===== src/rtl/ldq_pkg.sv =====
package ldq_pkg;

  // --------------------------------------------------------------------------
  // queue geometry
  // --------------------------------------------------------------------------
  localparam int LDQ_SIZE  = 8;
  localparam int DISP_SIZE = 2;          // loads accepted per cycle
  localparam int LDQ_IDX_W = $clog2(LDQ_SIZE);
  localparam int CMT_ID_W  = 6;
  localparam int VADDR_W   = 16;

  // --------------------------------------------------------------------------
  // vector types
  // --------------------------------------------------------------------------
  typedef logic [LDQ_IDX_W-1:0] ldq_idx_t;
  typedef logic [LDQ_SIZE-1:0]  ldq_oh_t;    // one bit per entry
  typedef logic [LDQ_IDX_W:0]   ldq_cnt_t;   // 0 .. LDQ_SIZE
  typedef logic [CMT_ID_W-1:0]  cmt_id_t;
  typedef logic [VADDR_W-1:0]   vaddr_t;

  // per-entry life cycle
  // free -> wait issue -> issued -> (store hazard ->) done -> wait commit
  typedef enum logic [2:0] {
    LDQ_INIT          = 3'd0,
    LDQ_ISSUE_WAIT    = 3'd1,
    LDQ_ISSUED        = 3'd2,
    LDQ_STQ_HAZ       = 3'd3,
    LDQ_EX3_DONE      = 3'd4,
    LDQ_WAIT_COMPLETE = 3'd5
  } ldq_state_t;

endpackage


===== src/rtl/ldq_alloc.sv =====
`timescale 1ns/1ps

module ldq_alloc (
  input  logic                          i_clk,
  input  logic                          i_reset_n,
  input  logic [ldq_pkg::DISP_SIZE-1:0] i_disp_valid,
  input  logic                          i_flush,
  input  ldq_pkg::ldq_oh_t              i_entry_valid,
  input  ldq_pkg::ldq_oh_t              i_entry_finish,
  output ldq_pkg::ldq_idx_t             o_in_ptr,
  output ldq_pkg::ldq_idx_t             o_out_ptr,
  output logic                          o_credit_return_valid,
  output ldq_pkg::ldq_cnt_t             o_credit_return_val
);

  ldq_pkg::ldq_idx_t r_in_ptr;
  ldq_pkg::ldq_idx_t r_out_ptr;
  ldq_pkg::ldq_idx_t w_out_ptr_nxt;
  ldq_pkg::ldq_cnt_t w_disp_num;
  ldq_pkg::ldq_cnt_t w_valid_cnt;
  ldq_pkg::ldq_cnt_t w_free_cnt;
  logic              w_finish;
  logic              r_credit_valid;
  ldq_pkg::ldq_cnt_t r_credit_val;

  assign w_disp_num    = ldq_pkg::ldq_cnt_t'($countones(i_disp_valid));
  assign w_valid_cnt   = ldq_pkg::ldq_cnt_t'($countones(i_entry_valid));
  assign w_free_cnt    = ldq_pkg::ldq_cnt_t'(ldq_pkg::LDQ_SIZE) - w_valid_cnt;
  assign w_finish      = |i_entry_finish;
  assign w_out_ptr_nxt = r_out_ptr + ldq_pkg::ldq_idx_t'(w_finish);  // in order retire

  always_ff @(posedge i_clk) begin
    if (i_reset_n) begin
      r_in_ptr       <= '0;
      r_out_ptr      <= '0;
      r_credit_valid <= 1'b0;
      r_credit_val   <= '0;
    end else begin
      r_out_ptr <= w_out_ptr_nxt;
      if (i_flush) begin
        // every live entry dies, queue becomes empty
        r_in_ptr       <= w_out_ptr_nxt;
        r_credit_valid <= |i_entry_valid;
        r_credit_val   <= w_valid_cnt;
      end else begin
        r_in_ptr       <= r_in_ptr + ldq_pkg::ldq_idx_t'(w_disp_num);
        r_credit_valid <= w_finish;
        r_credit_val   <= ldq_pkg::ldq_cnt_t'(w_finish);
      end
    end
  end

  assign o_in_ptr              = r_in_ptr;
  assign o_out_ptr             = r_out_ptr;
  assign o_credit_return_valid = r_credit_valid;
  assign o_credit_return_val   = r_credit_val;

  // dispatch side only spends credits it got back
  a_disp_fits : assert property (@(posedge i_clk) disable iff (i_reset_n)
    !i_flush |-> (w_disp_num <= w_free_cnt));

  a_one_finish : assert property (@(posedge i_clk) disable iff (i_reset_n)
    $onehot0(i_entry_finish));

endmodule


===== src/rtl/ldq_entry_bank.sv =====
`timescale 1ns/1ps

module ldq_entry_bank (
  input  logic                          i_clk,
  input  logic                          i_reset_n,
  input  logic [ldq_pkg::DISP_SIZE-1:0] i_disp_valid,
  input  ldq_pkg::cmt_id_t              i_disp_cmt_id [ldq_pkg::DISP_SIZE],
  input  ldq_pkg::vaddr_t               i_disp_vaddr  [ldq_pkg::DISP_SIZE],
  input  ldq_pkg::ldq_idx_t             i_in_ptr,
  input  logic                          i_flush,
  input  ldq_pkg::ldq_oh_t              i_replay_oh,
  input  logic                          i_ex2_valid,
  input  ldq_pkg::ldq_idx_t             i_ex2_index,
  input  logic                          i_ex2_stq_haz,
  input  logic                          i_ex2_except,
  input  logic                          i_stq_resolve,
  input  ldq_pkg::ldq_oh_t              i_done_oh,
  input  logic                          i_commit_valid,
  input  ldq_pkg::cmt_id_t              i_commit_cmt_id,
  output ldq_pkg::ldq_oh_t              o_entry_valid,
  output ldq_pkg::ldq_oh_t              o_entry_ready,
  output ldq_pkg::ldq_oh_t              o_entry_done,
  output ldq_pkg::ldq_oh_t              o_entry_finish,
  output ldq_pkg::cmt_id_t              o_entry_cmt_id [ldq_pkg::LDQ_SIZE],
  output ldq_pkg::vaddr_t               o_entry_vaddr  [ldq_pkg::LDQ_SIZE],
  output ldq_pkg::ldq_oh_t              o_entry_except
);

  ldq_pkg::ldq_idx_t   w_slot_ptr [ldq_pkg::DISP_SIZE];
  ldq_pkg::ldq_state_t w_state    [ldq_pkg::LDQ_SIZE];
  ldq_pkg::ldq_oh_t    w_ex2_hit;
  ldq_pkg::ldq_oh_t    w_commit_match;

  // slot s lands at in_ptr + s
  for (genvar s = 0; s < ldq_pkg::DISP_SIZE; s++) begin : g_slot
    assign w_slot_ptr[s] = i_in_ptr + ldq_pkg::ldq_idx_t'(s);
  end

  // --------------------------------------------------------------------------
  // entries
  // --------------------------------------------------------------------------
  for (genvar e = 0; e < ldq_pkg::LDQ_SIZE; e++) begin : g_entry
    ldq_pkg::ldq_state_t          r_state;
    ldq_pkg::ldq_state_t          w_state_nxt;
    ldq_pkg::cmt_id_t             r_cmt_id;
    ldq_pkg::vaddr_t              r_vaddr;
    logic                         r_except;
    logic [ldq_pkg::DISP_SIZE-1:0] w_disp_hit;

    for (genvar s = 0; s < ldq_pkg::DISP_SIZE; s++) begin : g_hit
      assign w_disp_hit[s] = i_disp_valid[s] & !i_flush &
                             (w_slot_ptr[s] == ldq_pkg::ldq_idx_t'(e));
    end

    assign w_ex2_hit[e]      = i_ex2_valid & (i_ex2_index == ldq_pkg::ldq_idx_t'(e));
    assign w_commit_match[e] = i_commit_valid & (r_state != ldq_pkg::LDQ_INIT) &
                               (r_cmt_id == i_commit_cmt_id);

    always_comb begin
      w_state_nxt = r_state;
      unique case (r_state)
        ldq_pkg::LDQ_INIT: begin
          if (|w_disp_hit) w_state_nxt = ldq_pkg::LDQ_ISSUE_WAIT;
        end
        ldq_pkg::LDQ_ISSUE_WAIT: begin
          if (i_replay_oh[e]) w_state_nxt = ldq_pkg::LDQ_ISSUED;  // conflict already masked
        end
        ldq_pkg::LDQ_ISSUED: begin
          if (w_ex2_hit[e]) begin
            w_state_nxt = i_ex2_stq_haz ? ldq_pkg::LDQ_STQ_HAZ : ldq_pkg::LDQ_EX3_DONE;
          end
        end
        ldq_pkg::LDQ_STQ_HAZ: begin
          if (i_stq_resolve) w_state_nxt = ldq_pkg::LDQ_ISSUE_WAIT;
        end
        ldq_pkg::LDQ_EX3_DONE: begin
          if (i_done_oh[e]) w_state_nxt = ldq_pkg::LDQ_WAIT_COMPLETE;
        end
        ldq_pkg::LDQ_WAIT_COMPLETE: begin
          if (w_commit_match[e]) w_state_nxt = ldq_pkg::LDQ_INIT;
        end
        default: w_state_nxt = ldq_pkg::LDQ_INIT;
      endcase
    end

    always_ff @(posedge i_clk) begin
      if (i_reset_n) begin
        r_state <= ldq_pkg::LDQ_INIT;
      end else if (i_flush) begin
        r_state <= ldq_pkg::LDQ_INIT;  // kills in-flight loads as well
      end else begin
        r_state <= w_state_nxt;
      end
    end

    always_ff @(posedge i_clk) begin
      for (int s = 0; s < ldq_pkg::DISP_SIZE; s++) begin
        if (w_disp_hit[s]) begin
          r_cmt_id <= i_disp_cmt_id[s];
          r_vaddr  <= i_disp_vaddr[s];
        end
      end
      if (w_ex2_hit[e] && !i_ex2_stq_haz) r_except <= i_ex2_except;
    end

    assign w_state[e]        = r_state;
    assign o_entry_valid[e]  = (r_state != ldq_pkg::LDQ_INIT);
    assign o_entry_ready[e]  = (r_state == ldq_pkg::LDQ_ISSUE_WAIT);
    assign o_entry_done[e]   = (r_state == ldq_pkg::LDQ_EX3_DONE);
    assign o_entry_finish[e] = w_commit_match[e] & (r_state == ldq_pkg::LDQ_WAIT_COMPLETE);
    assign o_entry_cmt_id[e] = r_cmt_id;
    assign o_entry_vaddr[e]  = r_vaddr;
    assign o_entry_except[e] = r_except;
  end

  // pipeline only reports on loads it was handed
  a_ex2_on_issued : assert property (@(posedge i_clk) disable iff (i_reset_n)
    i_ex2_valid |-> (w_state[i_ex2_index] == ldq_pkg::LDQ_ISSUED));

  // cmt_id is unique among live loads
  a_commit_unique : assert property (@(posedge i_clk) disable iff (i_reset_n)
    $onehot0(w_commit_match));

endmodule


===== src/rtl/ldq_pick.sv =====
`timescale 1ns/1ps

module ldq_pick (
  input  ldq_pkg::ldq_idx_t i_out_ptr,
  input  ldq_pkg::ldq_oh_t  i_entry_ready,
  input  ldq_pkg::ldq_oh_t  i_entry_done,
  input  ldq_pkg::cmt_id_t  i_entry_cmt_id [ldq_pkg::LDQ_SIZE],
  input  ldq_pkg::vaddr_t   i_entry_vaddr  [ldq_pkg::LDQ_SIZE],
  input  ldq_pkg::ldq_oh_t  i_entry_except,
  input  logic              i_replay_conflict,
  output logic              o_replay_valid,
  output ldq_pkg::ldq_idx_t o_replay_index,
  output ldq_pkg::cmt_id_t  o_replay_cmt_id,
  output ldq_pkg::vaddr_t   o_replay_vaddr,
  output ldq_pkg::ldq_oh_t  o_replay_oh,
  output logic              o_done_valid,
  output ldq_pkg::cmt_id_t  o_done_cmt_id,
  output logic              o_done_except,
  output ldq_pkg::ldq_oh_t  o_done_oh
);

  ldq_pkg::ldq_oh_t w_replay_sel;
  ldq_pkg::ldq_oh_t w_done_sel;

  // rotate so out_ptr sits at bit 0, take lowest set bit, rotate back
  function automatic ldq_pkg::ldq_oh_t oldest_oh(input ldq_pkg::ldq_oh_t  mask,
                                                 input ldq_pkg::ldq_idx_t ptr);
    ldq_pkg::ldq_oh_t rot;
    ldq_pkg::ldq_oh_t rot_lsb;
    rot     = (mask >> ptr) | (mask << (ldq_pkg::LDQ_SIZE - int'(ptr)));
    rot_lsb = rot & (~rot + ldq_pkg::ldq_oh_t'(1));
    return (rot_lsb << ptr) | (rot_lsb >> (ldq_pkg::LDQ_SIZE - int'(ptr)));
  endfunction

  assign w_replay_sel = oldest_oh(i_entry_ready, i_out_ptr);
  assign w_done_sel   = oldest_oh(i_entry_done, i_out_ptr);

  // --------------------------------------------------------------------------
  // replay port
  // --------------------------------------------------------------------------
  assign o_replay_valid = |i_entry_ready;
  assign o_replay_oh    = i_replay_conflict ? '0 : w_replay_sel;  // pick cancelled

  always_comb begin
    o_replay_index  = '0;
    o_replay_cmt_id = '0;
    o_replay_vaddr  = '0;
    for (int e = 0; e < ldq_pkg::LDQ_SIZE; e++) begin
      if (w_replay_sel[e]) begin
        o_replay_index  = ldq_pkg::ldq_idx_t'(e);
        o_replay_cmt_id = i_entry_cmt_id[e];
        o_replay_vaddr  = i_entry_vaddr[e];
      end
    end
  end

  // --------------------------------------------------------------------------
  // done report, no back-pressure
  // --------------------------------------------------------------------------
  assign o_done_valid = |i_entry_done;
  assign o_done_oh    = w_done_sel;

  always_comb begin
    o_done_cmt_id = '0;
    o_done_except = 1'b0;
    for (int e = 0; e < ldq_pkg::LDQ_SIZE; e++) begin
      if (w_done_sel[e]) begin
        o_done_cmt_id = i_entry_cmt_id[e];
        o_done_except = i_entry_except[e];
      end
    end
  end

endmodule


===== src/rtl/ldq_top.sv =====
`timescale 1ns/1ps

module ldq_top (
  input  logic                          i_clk,
  input  logic                          i_reset_n,
  // dispatch
  input  logic [ldq_pkg::DISP_SIZE-1:0] i_disp_valid,
  input  ldq_pkg::cmt_id_t              i_disp_cmt_id [ldq_pkg::DISP_SIZE],
  input  ldq_pkg::vaddr_t               i_disp_vaddr  [ldq_pkg::DISP_SIZE],
  // issue / replay
  output logic                          o_replay_valid,
  output ldq_pkg::ldq_idx_t             o_replay_index,
  output ldq_pkg::cmt_id_t              o_replay_cmt_id,
  output ldq_pkg::vaddr_t               o_replay_vaddr,
  input  logic                          i_replay_conflict,
  // ex2 result
  input  logic                          i_ex2_valid,
  input  ldq_pkg::ldq_idx_t             i_ex2_index,
  input  logic                          i_ex2_stq_haz,
  input  logic                          i_ex2_except,
  input  logic                          i_stq_resolve,
  // done report
  output logic                          o_done_valid,
  output ldq_pkg::cmt_id_t              o_done_cmt_id,
  output logic                          o_done_except,
  // commit
  input  logic                          i_commit_valid,
  input  ldq_pkg::cmt_id_t              i_commit_cmt_id,
  input  logic                          i_flush,
  // credits back to dispatch
  output logic                          o_credit_return_valid,
  output ldq_pkg::ldq_cnt_t             o_credit_return_val
);

  ldq_pkg::ldq_oh_t  w_entry_valid;
  ldq_pkg::ldq_oh_t  w_entry_ready;
  ldq_pkg::ldq_oh_t  w_entry_done;
  ldq_pkg::ldq_oh_t  w_entry_finish;
  ldq_pkg::ldq_oh_t  w_entry_except;
  ldq_pkg::cmt_id_t  w_entry_cmt_id [ldq_pkg::LDQ_SIZE];
  ldq_pkg::vaddr_t   w_entry_vaddr  [ldq_pkg::LDQ_SIZE];
  ldq_pkg::ldq_idx_t w_in_ptr;
  ldq_pkg::ldq_idx_t w_out_ptr;
  ldq_pkg::ldq_oh_t  w_replay_oh;
  ldq_pkg::ldq_oh_t  w_done_oh;

  ldq_alloc u_ldq_alloc (
    .i_clk                 (i_clk),
    .i_reset_n             (i_reset_n),
    .i_disp_valid          (i_disp_valid),
    .i_flush               (i_flush),
    .i_entry_valid         (w_entry_valid),
    .i_entry_finish        (w_entry_finish),
    .o_in_ptr              (w_in_ptr),
    .o_out_ptr             (w_out_ptr),
    .o_credit_return_valid (o_credit_return_valid),
    .o_credit_return_val   (o_credit_return_val)
  );

  ldq_entry_bank u_ldq_entry_bank (
    .i_clk           (i_clk),
    .i_reset_n       (i_reset_n),
    .i_disp_valid    (i_disp_valid),
    .i_disp_cmt_id   (i_disp_cmt_id),
    .i_disp_vaddr    (i_disp_vaddr),
    .i_in_ptr        (w_in_ptr),
    .i_flush         (i_flush),
    .i_replay_oh     (w_replay_oh),
    .i_ex2_valid     (i_ex2_valid),
    .i_ex2_index     (i_ex2_index),
    .i_ex2_stq_haz   (i_ex2_stq_haz),
    .i_ex2_except    (i_ex2_except),
    .i_stq_resolve   (i_stq_resolve),
    .i_done_oh       (w_done_oh),
    .i_commit_valid  (i_commit_valid),
    .i_commit_cmt_id (i_commit_cmt_id),
    .o_entry_valid   (w_entry_valid),
    .o_entry_ready   (w_entry_ready),
    .o_entry_done    (w_entry_done),
    .o_entry_finish  (w_entry_finish),
    .o_entry_cmt_id  (w_entry_cmt_id),
    .o_entry_vaddr   (w_entry_vaddr),
    .o_entry_except  (w_entry_except)
  );

  ldq_pick u_ldq_pick (
    .i_out_ptr         (w_out_ptr),
    .i_entry_ready     (w_entry_ready),
    .i_entry_done      (w_entry_done),
    .i_entry_cmt_id    (w_entry_cmt_id),
    .i_entry_vaddr     (w_entry_vaddr),
    .i_entry_except    (w_entry_except),
    .i_replay_conflict (i_replay_conflict),
    .o_replay_valid    (o_replay_valid),
    .o_replay_index    (o_replay_index),
    .o_replay_cmt_id   (o_replay_cmt_id),
    .o_replay_vaddr    (o_replay_vaddr),
    .o_replay_oh       (w_replay_oh),
    .o_done_valid      (o_done_valid),
    .o_done_cmt_id     (o_done_cmt_id),
    .o_done_except     (o_done_except),
    .o_done_oh         (w_done_oh)
  );

endmodule


===== config.mk =====
export PLATFORM = sky130hd
export DESIGN_NAME = ldq_top
export DESIGN_NICKNAME = d
export VERILOG_FILES = /design/src/rtl/ldq_pkg.sv /design/src/rtl/ldq_alloc.sv /design/src/rtl/ldq_entry_bank.sv /design/src/rtl/ldq_pick.sv /design/src/rtl/ldq_top.sv
export SDC_FILE = /design/constraint.sdc
export NUM_CORES = 1
export LEC_CHECK = 0
export ABC_AREA = 0
export BUFFER_PORTS_ARGS = -buffer_cell sky130_fd_sc_hd__buf_4
export CAP_MARGIN = 20
export CORE_MARGIN = 3
export CORE_UTILIZATION = 29
export DETAILED_ROUTE_END_ITERATION = 8
export HOLD_SLACK_MARGIN = 0.02
export PLACE_DENSITY_LB_ADDON = 0.15
export RECOVER_POWER = 25
export SETUP_SLACK_MARGIN = 0.3
export SYNTH_ARGS = -nofsm -noshare
export SYNTH_HDL_FRONTEND = slang
export SYNTH_SLANG_ARGS = --single-unit

===== constraint.sdc =====
create_clock -name i_clk -period 7.8 [get_ports i_clk]
set_input_delay 0 -clock i_clk [delete_from_list [all_inputs] [get_ports i_clk]]
set_output_delay 0 -clock i_clk [all_outputs]
set_load 0.01 [all_outputs]

# Word-level counts from Yosys, hierarchy flattened
# Cells that the tools add are included.
totals:
  input_bits: 64
  word_cells: 419
  output_inout_bits: 39
  ff_bits: 219
classes:
  n_bitwise: 59
  shift: 8
  reduce_logical: 59
  n_addsub: 14
  n_eq_ne: 117
  n_mux: 125
op_table:
  columns: ["cell", "n"]
  rows:
  - ["$mux 16", 24]
  - ["$mux 6", 32]
  - ["$pmux 3 s6", 8]
  - ["$mux 3", 47]
  - ["$eq 3x3->1 const B", 28]
  - ["$eq 3x2->1 const B", 22]
  - ["$shl 8x32->8", 2]
  - ["$shr 8x32->8", 2]
  - ["$and 1x1->1", 50]
  - ["$eq 6x6->1", 8]
  - ["$ne 2x1->1 const B", 24]
  - ["$ne 2x2->1 const B", 24]
  - ["$reduce_and 6->1", 8]
  - ["$eq 3x1->1 const B", 11]
  - ["$logic_not 3->1", 11]
  - ["$or 8x8->8", 4]
  - ["$reduce_or 8->1", 4]
  - ["$reduce_bool 3->1", 8]
  - ["$reduce_or 2->1", 10]
  - ["$add 8x1->8 const B", 2]
  - ["$and 8x8->8", 2]
  - ["$not 8->8", 2]
  - ["$reduce_bool 2->1", 8]
  - ["$shl 8x3->8", 2]
  - ["13 further kinds", 39]

# Depth between registers and ports, before layout
depth:
  ltp_word: 16
  mapped_depth: 24
  ltp_nobuf: 14

# By module
# From an unflattened synthesis, not the netlist that was laid out.
unflattened:
  hier_cells: 1568
  hier_area_um2: 15975.3
modules_own_cells:
  columns: ["module", "cells_each", "n_inst", "area_per_inst_um2", "seq_area_each_um2"]
  rows:
  - ["ldq_entry_bank", 804, 1, 10674.0, 6005.8]
  - ["ldq_pick", 695, 1, 4636.9, 0.0]
  - ["ldq_alloc", 69, 1, 664.4, 220.2]

# Worst setup path after synthesis
# Ideal clock, no wire load.
synth_path:
  path_kind: "flip-flop to output port"
  startpoint: "register u_ldq_alloc.r_out_ptr[0], in the netlist u_ldq_alloc.o_out_ptr[0]"
  endpoint: "output port o_replay_cmt_id[5]"
  arrival_ps: 4595
  path_buffers: 8
  required_time_ps: 7800
  stages_incl_launch_ff: 21
  path_slack_ps: 3205
  path_cell_list: "dfxtp_1 > buf_4 > inv_2 > buf_4 > buf_2 > clkbuf_1 > clkbuf_1 > ha_1 > buf_2 > or4b_2 > and3_1 > or3_1 > buf_2 > nand4_1 > nor4_4 > o21ai_1 > o221a_2 > and2_1 > buf_4 > o21ai_1 > o41ai_1"
synth_via:
  elab_chain_len: 16
  word_cells_on_any_way: 18
  classes_between: "add/sub: 2; shift: 4; mux: 8; bitwise: 4"
synth_lines:
  columns: ["item", "line_no", "source"]
  rows:
  - ["from (decl)", "ldq_alloc.sv:17", "ldq_pkg::ldq_idx_t r_out_ptr;"]
  - ["from (signal assigned)", "ldq_alloc.sv:39", "r_out_ptr <= w_out_ptr_nxt;"]
  - ["$sub 4x3->5", "ldq_pick.sv:30, ldq_pick.sv:32", null]
  - ["$shl 8x32->8", "ldq_pick.sv:30", "rot = (mask >> ptr) | (mask << (ldq_pkg::LDQ_SIZE - int'(ptr)));"]
  - ["$or 8x8->8", "ldq_pick.sv:30", null]
  - ["$not 8->8", "ldq_pick.sv:31", "rot_lsb = rot & (~rot + ldq_pkg::ldq_oh_t'(1));"]
  - ["$add 8x1->8", "ldq_pick.sv:31", null]
  - ["$and 8x8->8", "ldq_pick.sv:31", null]
  - ["$shr 8x32->8 / $shl 8x3->8 (equally long branches)", "ldq_pick.sv:32", "return (rot_lsb << ptr) | (rot_lsb >> (ldq_pkg::LDQ_SIZE - int'(ptr)));"]
  - ["$or 8x8->8 (*)", "ldq_pick.sv:32", null]
  - ["$mux 6 (7 in series)", "ldq_pick.sv:49", "if (w_replay_sel[e]) begin"]
  - ["$mux 6 (*)", "ldq_pick.sv:49", null]
  - ["to (decl)", "ldq_top.sv:13", "output ldq_pkg::cmt_id_t o_replay_cmt_id,"]
# Every way passes the cells marked *; elsewhere a longest branch is shown, timed or not.

# Worst setup path after layout
layout_path:
  startpoint: "register u_ldq_alloc.r_out_ptr[1], in the netlist u_ldq_alloc.o_out_ptr[1]"
  endpoint: "output port o_replay_cmt_id[5]"
# The elaborated chain is that of the path after synthesis.

==> metrics.txt <==
DP Area 17,560 sq um; share of cells above drive strength 1 0.2395; worst rel slew slack -0.8343; crit share post-route 0.8622; I/O pins 103; PD cells 147.0 nW/um^2; number of synthesized flops with an enable pin 184; Synth cell types 112; Worst Setup Start Kind flop; H-tree depth 1; Total GRT Usage 0.2149; f_max 0.1487 GHz; synth top area cells edfxtp_1 34%, mux2_2 12%, dfxtp_1 4.3%, nor2_1 3.6%, a21oi_1 3.1%; initial DRC count 1,234; crit-path max cell delay 850 ps; Yosys Warn Count 0; WS Path Type flop to primary output; Final setup viols 0; post-route setup TNS 0 ps; pin count of the biggest net entering global routing 68; Detail Placement HPWL 43,140 um; CP bufs+invs 5; hold_sp i_commit_valid; Clk Latency, worst-skew pair 540 ps; Initial Util 0.2970; Crit-path slowest cell ha_1; most frequent cells after synthesis 184 x edfxtp_1, 176 x mux2_2, 156 x nor2_1, 126 x nand2_1, 99 x a21oi_1; chip height 242.1 um; global route overflow 0; post-route antenna net violation count 0; R2R setup slack 2190 ps; post-synthesis cell area 16,170 sq um; CP delay by family, top buffers and inverters; post_cts resized 0; final worst slack 1075 ps; drt wl/cell 25.84 um; Rows 85; Clock transition at path regs 70 ps; final hold vios 0; worst hold stages 6; top-area cell type share of the netlist area 0.3417; end point of the worst hold path u_ldq_entry_bank.g_entry[2].r_state[2]; Synth area leader edfxtp_1; R2R depth 14; fraction of registers with async set/reset 0; max-cap violations 5; Worst-Margin Slew 2723 ps; WP data arrival 6730 ps; RSZ-0062 raised after global routing no; CTS Buffer Depth 3; Synth Instances 1,655; port bufs 102; r2r startpoint u_ldq_alloc.o_out_ptr[1]; crit path max fanout 25; failing checks max-capacitance violations, max-slew violations; die width 242.1 um; Max rail drop VDD 146.2 uV; fin crit period 6725 ps; top_reg_cell synth edfxtp_1; worst slack at placement 1711 ps; status complete, but fails checks; DRC 0; DIE AREA 58,630 sq um; clk_skew 14.96 ps; crit end category primary output; nets 1,855; DR vias/cell 5.743; vias in the first global route 14,585; WL final 65,290 um; Cell Chain, Critical Path clkinv_1, ha_1, buf_4, nand2b_1, nor2_1, or3_1, a31oi_1, nor4_1, o311ai_1, o221a_2, buf_4, and2_1, buf_4, o21ai_1, o41ai_1, buf_4; Seq cells post-synth 219; root buf cell clkbuf_16; Leak Pwr 6.561 nW; CTS tree yes; vias post-DR 14,512; initial antenna violation count 2; gpl congestion 0.8757; Avg Inst Size Synth 9.771 sq um; Clock Sinks 219; first-pass GRT wire length 97,150 um; most frequent cell after synthesis edfxtp_1; core area 54,450 sq um; sequential-to-total area share from yosys stat 0.3850; worst reg2reg path endpoint u_ldq_entry_bank.g_entry[1].r_state[0]; total CTS buffers 25; Worst EP required 7800 ps; post-route cell area 19,020 sq um; fill count 5,648; Area growth, synth to finish 17.63%; synthesized net count 1,741; CP dominant cell by count buf_4; worst min-delay path class primary input to flop; iteration count of the initial detailed-routing pass 5; Slew Viols, Final 106
[sequential cells by signal (all words and copies together) (netlist names)]
register	count
u_ldq_alloc.o_credit_return_val	4
u_ldq_entry_bank.g_entry.r_vaddr	128
u_ldq_alloc.o_in_ptr	3
u_ldq_entry_bank.g_entry.r_state	24
u_ldq_entry_bank.g_entry.r_cmt_id	48
u_ldq_alloc.o_out_ptr	3
u_ldq_alloc.o_credit_return_valid	1
u_ldq_entry_bank.g_entry.r_except	8
[through the flow]
step           cells  hold WS [ps]    util  power (W)
6_report        2527         62.95  0.3493   0.002796
3_5_place_dp    2401         240.8  0.3224   0.001663
2_1_floorplan   1655         71.61       -   0.001521
3_3_place_gp    2401         231.9  0.3224   0.001661
4_1_cts         2526         45.13  0.3509   0.002824
5_1_grt         2526         101.4  0.3493   0.002895
[what timing repair did]
| action | in CTS | in global routing |
|---|---|---|
| hold buffers | 80 | 0 |
| setup buffers | 0 | 0 |
| endpoints found under the hold margin | 216 | 0 |
[cell type report]
class | instances | area (sq um) | share of cell area
Sequential cell | 219 | 6228 | 0.3274
Antenna cell | 1 | 2.502 | 0.0001316
Inverter | 65 | 244.0 | 0.01283
Timing Repair Buffer | 219 | 1788 | 0.09399
Clock inverter | 15 | 105.1 | 0.005525
Clock buffer | 30 | 644.4 | 0.03387
Tap cell | 739 | 924.6 | 0.04861
Multi-Input combinational cell | 1239 | 9085 | 0.4776
[metal layers]
metal	routed length, um	GRT usage	vias up
met5	18	0	-
met4	2270	0.07443	2
met3	3228	0.02324	119
met2	31800	0.3722	526
met1	27970	0.2780	7288
li1	-	-	6577
[worst max-delay path by stage]
stage	from	end	slack [ps]	cells past startpoint
after CTS	u_ldq_alloc.o_out_ptr[1]	o_replay_cmt_id[5]	1130	16
after detailed placement	u_ldq_alloc.o_out_ptr[1]	o_replay_cmt_id[5]	1710	16
after global placement	u_ldq_alloc.o_out_ptr[1]	o_replay_cmt_id[4]	1730	15
final	u_ldq_alloc.o_out_ptr[1]	o_replay_cmt_id[5]	1070	16
after global routing	u_ldq_alloc.o_out_ptr[1]	o_replay_cmt_id[1]	850	15
after floorplan	u_ldq_alloc.o_out_ptr[0]	o_replay_cmt_id[5]	3200	20
[logic make-up after synthesis]
family	Yosys count	share of synthesized area
AND/OR/NAND/NOR	524	0.1690
AO/OA/AOI/OAI	453	0.2100
flip-flops	219	0.3850
buffers and inverters	197	0.05579
multiplexers	188	0.1315
XOR/XNOR	52	0.02933
adder cells (fa/ha/maj)	22	0.01934
[worst min-delay path: cells and delay by family]
kind                   cells  cell delay [ps]
buffers and inverters      1              160
AND/OR/NAND/NOR            5              420
[layout by cell type, fill, tap and decap left out, types with 11 or more instances in the layout]
cell	Yosys	final
clkbuf_1	64	20
a211oi_1	17	17
and2_1	11	11
nor4_1	19	19
nand3_1	32	32
buf_4	10	124
xnor2_1	36	36
o211ai_1	36	36
dfxtp_1	35	33
nor4b_1	14	14
clkbuf_16	0	25
o22ai_1	36	36
o31ai_1	12	12
inv_1	61	61
a21oi_1	99	99
a221oi_2	23	23
nor3b_1	19	19
a22oi_1	15	15
mux2_2	176	176
dlygate4sd3_1	0	80
nand4_1	20	20
ha_1	17	17
a31oi_1	18	18
o21ai_0	61	59
xor2_1	15	15
edfxtp_1	184	184
nor3_1	31	31
nand2_1	126	126
nor2_1	156	155
[report_power, final]
group	switching [W]	total [W]	internal (W)
logic	0.000187	0.000345	0.000158
registers	0.0000208	0.00132	0.00130
clock network	0.000506	0.00113	0.000622
No activity file was read; power rests on OpenSTA's default activity.
